## src/sat_fixed_pkg.sv

```systemverilog
package sat_fixed_pkg;

    // Input position format: pixels with POS_FRAC fraction bits
    localparam int POS_W    = 32;
    localparam int POS_FRAC = 11;

    // Rectangle width and height in whole pixels, unsigned
    localparam int DIM_W = 8;

    // Unit axis component width
    localparam int AXIS_W = 16;

    // Internal coordinate width
    // Pixels scaled by the axis fraction bits, with headroom for corner sums
    localparam int COORD_W = 40;

    // Signed internal coordinate, shared by every stage
    typedef logic signed [COORD_W-1:0] coord_t;

    // Signed axis component
    typedef logic signed [AXIS_W-1:0] axis_t;

    // Half of a width or height, low bit dropped
    typedef logic [DIM_W-2:0] half_t;

endpackage

```

## src/sat_geom_pkg.sv

```systemverilog
package sat_geom_pkg;

    // Point in internal coordinates
    typedef struct packed {
        sat_fixed_pkg::coord_t x;
        sat_fixed_pkg::coord_t y;
    } point_t;

    // Corner order (-hw,-hh), (-hw,+hh), (+hw,-hh), (+hw,+hh)
    // Bit 1 of the index picks the width sign, bit 0 the height sign
    typedef point_t [3:0] corners_t;

    // Unit axes u and v of one rectangle
    typedef struct packed {
        sat_fixed_pkg::axis_t u_x;
        sat_fixed_pkg::axis_t u_y;
        sat_fixed_pkg::axis_t v_x;
        sat_fixed_pkg::axis_t v_y;
    } axes_t;

    // Extent of four projections on one axis
    typedef struct packed {
        sat_fixed_pkg::coord_t lo;
        sat_fixed_pkg::coord_t hi;
    } extent_t;

    // Projections of four corners, index [corner][0 = u, 1 = v]
    typedef sat_fixed_pkg::coord_t [3:0][1:0] proj_t;

    // One rectangle as it travels down the pipeline
    typedef struct packed {
        point_t                centre;
        axes_t                 axes;
        sat_fixed_pkg::half_t  half_w;
        sat_fixed_pkg::half_t  half_h;
    } rect_frame_t;

endpackage

```

## src/corner_if.sv

```systemverilog
`timescale 1ns/1ps

// Stage 1 to stage 2 link
// Carries both rectangle frames and their corners
interface corner_if;

    // Qualifies the frames and corners below
    logic                     valid;

    // Centre, axes and half extents of each rectangle
    sat_geom_pkg::rect_frame_t frame_a;
    sat_geom_pkg::rect_frame_t frame_b;

    // Corners in internal coordinates
    sat_geom_pkg::corners_t    corners_a;
    sat_geom_pkg::corners_t    corners_b;

    // Corner generator side
    modport src (
        output valid,
        output frame_a,
        output frame_b,
        output corners_a,
        output corners_b
    );

    // Projection stage side
    modport dst (
        input valid,
        input frame_a,
        input frame_b,
        input corners_a,
        input corners_b
    );

endinterface

```

## src/corner_gen.sv

```systemverilog
`timescale 1ns/1ps

// Stage 1: build frames and corners of both rectangles
module corner_gen #(
    parameter int AXIS_FRAC = 14
) (
    input  logic                                  clk,
    input  logic                                  rst_n,
    input  logic                                  in_valid,
    input  logic signed [sat_fixed_pkg::POS_W-1:0] pos_a_x,
    input  logic signed [sat_fixed_pkg::POS_W-1:0] pos_a_y,
    input  logic [sat_fixed_pkg::DIM_W-1:0]        width_a,
    input  logic [sat_fixed_pkg::DIM_W-1:0]        height_a,
    input  sat_geom_pkg::axes_t                    axes_a,
    input  logic signed [sat_fixed_pkg::POS_W-1:0] pos_b_x,
    input  logic signed [sat_fixed_pkg::POS_W-1:0] pos_b_y,
    input  logic [sat_fixed_pkg::DIM_W-1:0]        width_b,
    input  logic [sat_fixed_pkg::DIM_W-1:0]        height_b,
    input  sat_geom_pkg::axes_t                    axes_b,
    corner_if.src                                 cout
);

    sat_geom_pkg::rect_frame_t frame_a;
    sat_geom_pkg::rect_frame_t frame_b;

    // Drop the position fraction, then move to the axis scale
    function automatic sat_geom_pkg::rect_frame_t make_frame(
        input logic signed [sat_fixed_pkg::POS_W-1:0] px,
        input logic signed [sat_fixed_pkg::POS_W-1:0] py,
        input logic [sat_fixed_pkg::DIM_W-1:0]        w,
        input logic [sat_fixed_pkg::DIM_W-1:0]        h,
        input sat_geom_pkg::axes_t                    ax
    );
        sat_geom_pkg::rect_frame_t f;
        f.centre.x = sat_fixed_pkg::coord_t'(px >>> sat_fixed_pkg::POS_FRAC) <<< AXIS_FRAC;
        f.centre.y = sat_fixed_pkg::coord_t'(py >>> sat_fixed_pkg::POS_FRAC) <<< AXIS_FRAC;
        f.axes     = ax;
        f.half_w   = w[sat_fixed_pkg::DIM_W-1:1];
        f.half_h   = h[sat_fixed_pkg::DIM_W-1:1];
        return f;
    endfunction

    // Corner = centre +/- half width * u +/- half height * v
    function automatic sat_geom_pkg::corners_t make_corners(
        input sat_geom_pkg::rect_frame_t f
    );
        sat_fixed_pkg::coord_t  wu_x;
        sat_fixed_pkg::coord_t  wu_y;
        sat_fixed_pkg::coord_t  hv_x;
        sat_fixed_pkg::coord_t  hv_y;
        sat_geom_pkg::corners_t k;
        wu_x = $signed({1'b0, f.half_w}) * f.axes.u_x;
        wu_y = $signed({1'b0, f.half_w}) * f.axes.u_y;
        hv_x = $signed({1'b0, f.half_h}) * f.axes.v_x;
        hv_y = $signed({1'b0, f.half_h}) * f.axes.v_y;
        for (int i = 0; i < 4; i++) begin
            k[i].x = f.centre.x + (i[1] ? wu_x : -wu_x) + (i[0] ? hv_x : -hv_x);
            k[i].y = f.centre.y + (i[1] ? wu_y : -wu_y) + (i[0] ? hv_y : -hv_y);
        end
        return k;
    endfunction

    assign frame_a = make_frame(pos_a_x, pos_a_y, width_a, height_a, axes_a);
    assign frame_b = make_frame(pos_b_x, pos_b_y, width_b, height_b, axes_b);

    always_ff @(posedge clk) begin
        if (!rst_n) begin
            cout.valid <= 1'b0;
        end else begin
            cout.valid <= in_valid;
        end
    end

    always_ff @(posedge clk) begin
        if (in_valid) begin
            cout.frame_a   <= frame_a;
            cout.frame_b   <= frame_b;
            cout.corners_a <= make_corners(frame_a);
            cout.corners_b <= make_corners(frame_b);
        end
    end

endmodule

```

## src/flat_wrapper.sv

```systemverilog
// flat-port wrapper written by rule: the top's interface ports become plain ports
module corner_gen_flat 
#(
    parameter int AXIS_FRAC = 14
)
  (clk, rst_n, in_valid, pos_a_x, pos_a_y, width_a, height_a, axes_a, pos_b_x, pos_b_y, width_b, height_b, axes_b, cout_valid, cout_frame_a, cout_frame_b, cout_corners_a, cout_corners_b);
  corner_if cout_i ();
  input  logic clk;
  input  logic rst_n;
  input  logic in_valid;
  input  logic signed [sat_fixed_pkg::POS_W-1:0] pos_a_x;
  input  logic signed [sat_fixed_pkg::POS_W-1:0] pos_a_y;
  input  logic [sat_fixed_pkg::DIM_W-1:0] width_a;
  input  logic [sat_fixed_pkg::DIM_W-1:0] height_a;
  input  sat_geom_pkg::axes_t axes_a;
  input  logic signed [sat_fixed_pkg::POS_W-1:0] pos_b_x;
  input  logic signed [sat_fixed_pkg::POS_W-1:0] pos_b_y;
  input  logic [sat_fixed_pkg::DIM_W-1:0] width_b;
  input  logic [sat_fixed_pkg::DIM_W-1:0] height_b;
  input  sat_geom_pkg::axes_t axes_b;
  output wire logic [$bits(cout_i.valid)-1:0] cout_valid;
  output wire logic [$bits(cout_i.frame_a)-1:0] cout_frame_a;
  output wire logic [$bits(cout_i.frame_b)-1:0] cout_frame_b;
  output wire logic [$bits(cout_i.corners_a)-1:0] cout_corners_a;
  output wire logic [$bits(cout_i.corners_b)-1:0] cout_corners_b;
  assign cout_valid = cout_i.valid;
  assign cout_frame_a = cout_i.frame_a;
  assign cout_frame_b = cout_i.frame_b;
  assign cout_corners_a = cout_i.corners_a;
  assign cout_corners_b = cout_i.corners_b;
  corner_gen #(.AXIS_FRAC(AXIS_FRAC)) u_core (.clk(clk), .rst_n(rst_n), .in_valid(in_valid), .pos_a_x(pos_a_x), .pos_a_y(pos_a_y), .width_a(width_a), .height_a(height_a), .axes_a(axes_a), .pos_b_x(pos_b_x), .pos_b_y(pos_b_y), .width_b(width_b), .height_b(height_b), .axes_b(axes_b), .cout(cout_i));
endmodule
```

## config.mk

```make
export PLATFORM = sky130hd
export DESIGN_NAME = corner_gen_flat
export DESIGN_NICKNAME = d
export VERILOG_FILES = /design/src/sat_fixed_pkg.sv /design/src/sat_geom_pkg.sv /design/src/corner_if.sv /design/src/corner_gen.sv /design/src/flat_wrapper.sv
export SDC_FILE = /design/constraint.sdc
export NUM_CORES = 2
export LEC_CHECK = 0
export BUFFER_PORTS_ARGS = -buffer_cell sky130_fd_sc_hd__buf_2
export CELL_PAD_IN_SITES_DETAIL_PLACEMENT = 1
export CELL_PAD_IN_SITES_GLOBAL_PLACEMENT = 2
export CORE_MARGIN = 1.5
export CORE_UTILIZATION = 39
export CTS_BUF_LIST = sky130_fd_sc_hd__clkbuf_8
export DETAILED_ROUTE_END_ITERATION = 7
export PLACE_DENSITY = 0.93
export SETUP_SLACK_MARGIN = 0.15
export SYNTH_ARGS = -nofsm -noshare
export SYNTH_HDL_FRONTEND = slang
export SYNTH_SLANG_ARGS = --single-unit
export TNS_END_PERCENT = 1
```

## constraint.sdc

```tcl
create_clock -name clk -period 11 [get_ports clk]
set_clock_uncertainty 0.05 [all_clocks]
set_input_delay 0.55 -clock clk [delete_from_list [all_inputs] [get_ports clk]]
set_output_delay 0.55 -clock clk [all_outputs]
set_load 0.005 [all_outputs]
```

==> results.sh <==
export IMPL_status="finished clean"
export IMPL_initial_core_util_pct=39.2
export IMPL_synth_edf_count=868
export IMPL_design_core_area_um2=259000
export IMPL_cts_tree="built"
export IMPL_route_detailed_drc=0
export IMPL_numCtsBuffers=164
export IMPL_wl_um=364000
export IMPL_critPathLaunchType="primary input"
export IMPL_path_common_cell="fa_1"
export IMPL_synthToLayoutAreaGrowth_pct=14.9
export IMPL_ys_ff_latch=869
export IMPL_clkTransAtPathRegs_ns=0.06
export IMPL_crit_slowest_cell="dlygate4sd3_1"
export IMPL_grt_pass1_wl_um=554000
export IMPL_synthFlopType="edfxtp_1"
export IMPL_ys_warn_count=0
export IMPL_antenna_left=0
export IMPL_crit_end="u_core.cout.corners_a[156]"
export IMPL_avgSynthCellArea_um2=9.41
export IMPL_fin_nets=14448
export IMPL_gp_congestion=0.930
export IMPL_vias=86381
export IMPL_row_count=187
export IMPL_hold_class="in -> reg"
export IMPL_slowest_delay_ns=0.58
export IMPL_async_flop_share_pct=0
export IMPL_setup_slack_ns=0.523
export IMPL_fin_util_pct=45.0
export IMPL_synthCells=10812
export IMPL_finalCritPeriodShare_pct=95.2
export IMPL_cap_violations=0
export IMPL_worst_setup_path_type="in -> reg"
export IMPL_die_h_um=514
export IMPL_detail_route_wl_per_cell_um=23.1
export IMPL_antenna_found_initial=36
export IMPL_setup_viol=0
export IMPL_end_kind="flop"
export IMPL_syn_area_um2=102000
export IMPL_port_buffers=1143
export IMPL_clockRootBuffer="clkbuf_8"
export IMPL_cts_buffer_depth=4
export IMPL_fin_crit_ns=10.48
export IMPL_cp_max_fo=24
export IMPL_timing_final_hold_violations=0
export IMPL_critPathArrivalTime_ns=11.10
export IMPL_fp_dieArea_um2=264000
export IMPL_die_w_um=514
export IMPL_place_ws_ns=-0.0574
export IMPL_drt_iter0_markers=4841
export IMPL_viasPerCell=5.48
export IMPL_pin_count=1248
export IMPL_grt_overflow=0
export IMPL_synth_distinct_cells=96
export IMPL_cts_htree_levels=4
export IMPL_grt_max_degree=169
export IMPL_layout_drive_gt1_share_pct=12.8
export IMPL_clock_sinks=869
export IMPL_worstSetupStartpoint="width_a[5]"
export IMPL_layout_common_cells="inv_1 (1458), ha_1 (1210), buf_2 (1139), edfxtp_1 (868), a21oi_1 (769)"
export IMPL_gr_usage_all_layers_pct=26.9
export IMPL_slew_violations=0
export IMPL_rsz0062_at_grt="true"
export IMPL_final_common_cell="inv_1"
export IMPL_first_global_vias=93026
export IMPL_critical_path_required_ns=11.62
export IMPL_fmax_mhz=95.4
export IMPL_slew_headroom_pct=15.7
export IMPL_worst_slew_pin_slew_ns=1.25
export IMPL_firstDrtPassIters=5
export IMPL_yosysSeqAreaShare_pct=25.7
export IMPL_dp_hpwl_um=299000
-- cell families (layout without fill, tap and decap cells) --
| logic type | count (synthesis) | in the layout | synth area share [%] |
|---|---|---|---|
| adders and majority gates | 1920 | 1920 | 28.9 |
| muxes | 17 | 17 | 0.169 |
| AOI/OAI and AO/OA | 2475 | 2475 | 15.8 |
| xor gates and xnor gates | 970 | 970 | 8.42 |
| other | 1 | 77 | 0.00369 |
| DFF | 869 | 869 | 25.7 |
| buffers and inverters | 1683 | 3165 | 6.54 |
| and+or+nand+nor | 2877 | 2877 | 14.6 |
-- metal layers --
| layer | up-vias | routed length (µm) | part of all wire [%] | track usage (%) |
|---|---|---|---|---|
| met5 | - | 49 | 0.013 | 0 |
| met4 | 8 | 14400 | 4.0 | 10.4 |
| met3 | 523 | 17400 | 4.8 | 3.40 |
| met2 | 2256 | 176000 | 49 | 46.7 |
| met1 | 43413 | 155000 | 43 | 34.0 |
| li1 | 40181 | - | - | - |
-- layout make-up --
class	count	area, µm²
tap	3402	4260
clock inverter	113	764
sequential	869	26100
clock buffer	165	2270
antenna	21	52.6
multi-input combinational	8315	69300
inverter	1420	5330
fill	30108	143000
timing repair buffer	1467	8760
-- what timing repair did --
action / CTS / global route
endpoints found under the hold margin: 216 / 0
buffers inserted: 0 / 1
hold buffers: 216 / 0
endpoints found under the setup margin: 0 / 64
gates resized for setup: 0 / 29
-- sequential cells by signal (all words and copies together) (netlist names) --
signal and count:
u_core.cout.corners_b 314, u_core.cout.valid 1, u_core.cout.frame_a 120, u_core.cout.frame_b 120, u_core.cout.corners_a 314
-- worst min-delay path by stage --
stage | to | cells after the start | start
finish | u_core.cout.frame_a[52] | 2 | axes_a[38]
global route | u_core.cout.frame_a[52] | 2 | axes_a[38]
detailed placement | u_core.cout.valid | 2 | rst_n
floorplan | u_core.cout.frame_a[0] | 0 | height_a[1]
global placement | u_core.cout.valid | 2 | rst_n
CTS | u_core.cout.frame_a[50] | 2 | axes_a[36]
-- synthesized netlist by cell type, types with 13 or more instances --
master | instances | share of area, %
inv_1 | 1417 | 5.2
ha_1 | 1212 | 15
edfxtp_1 | 868 | 26
a21oi_1 | 773 | 3.8
fa_1 | 708 | 14
and2_1 | 707 | 4.3
xnor2_1 | 689 | 5.9
nor2_1 | 604 | 2.2
nand2_1 | 600 | 2.2
a21o_1 | 429 | 3.2
o21ai_0 | 384 | 1.9
xor2_1 | 276 | 2.4
nor3_1 | 190 | 0.94
clkbuf_1 | 172 | 0.63
nand3_1 | 159 | 0.78
o21bai_1 | 129 | 0.95
o21a_1 | 121 | 0.89
nand2b_1 | 107 | 0.66
a31oi_1 | 97 | 0.60
nor2b_1 | 94 | 0.58
a211oi_1 | 91 | 0.67
buf_4 | 88 | 0.65
and3_1 | 87 | 0.54
nand4_1 | 72 | 0.44
o211ai_1 | 58 | 0.43
or3_1 | 53 | 0.33
o31ai_1 | 49 | 0.36
or2_2 | 40 | 0.25
nor4_1 | 38 | 0.23
a21boi_0 | 36 | 0.27
nor3b_1 | 31 | 0.23
a211o_1 | 30 | 0.26
a31o_2 | 23 | 0.20
a41oi_1 | 23 | 0.20
or4_1 | 22 | 0.16
nand3b_1 | 19 | 0.14
and4_1 | 16 | 0.14
mux2i_1 | 16 | 0.16
o31a_1 | 16 | 0.14
a2111oi_0 | 15 | 0.13
o41a_1 | 15 | 0.17
o41ai_1 | 15 | 0.13
a221oi_1 | 14 | 0.12
o311ai_0 | 13 | 0.11
-- through the flow --
| stage | instances | TNS [ns] | hold WS, ns | instance area, µm² |
|---|---|---|---|---|
| 3_3_place_gp | 15256 | 0 | 0.705 | 111000 |
| 6_report | 15772 | 0 | 0.109 | 117000 |
| 3_5_place_dp | 15256 | -0.0679 | 0.731 | 111000 |
| 2_1_floorplan | 10867 | 0 | 0.599 | 102000 |
| 5_1_grt | 15766 | 0 | 0.0387 | 117000 |
| 4_1_cts | 15750 | 0 | 0.0178 | 117000 |
-- critical path, delay by kind of cell --
| family | cells | cell delay [ns] |
|---|---|---|
| buf+inv | 5 | 1.08 |
| fa+ha+maj | 7 | 2.96 |
| simple gates | 10 | 2.04 |
| xor+xnor | 2 | 0.48 |
| compound gates | 16 | 3.93 |
Power is not shown: default switching activity piles up to over one toggle a cycle in this logic, so the estimate is an artifact.
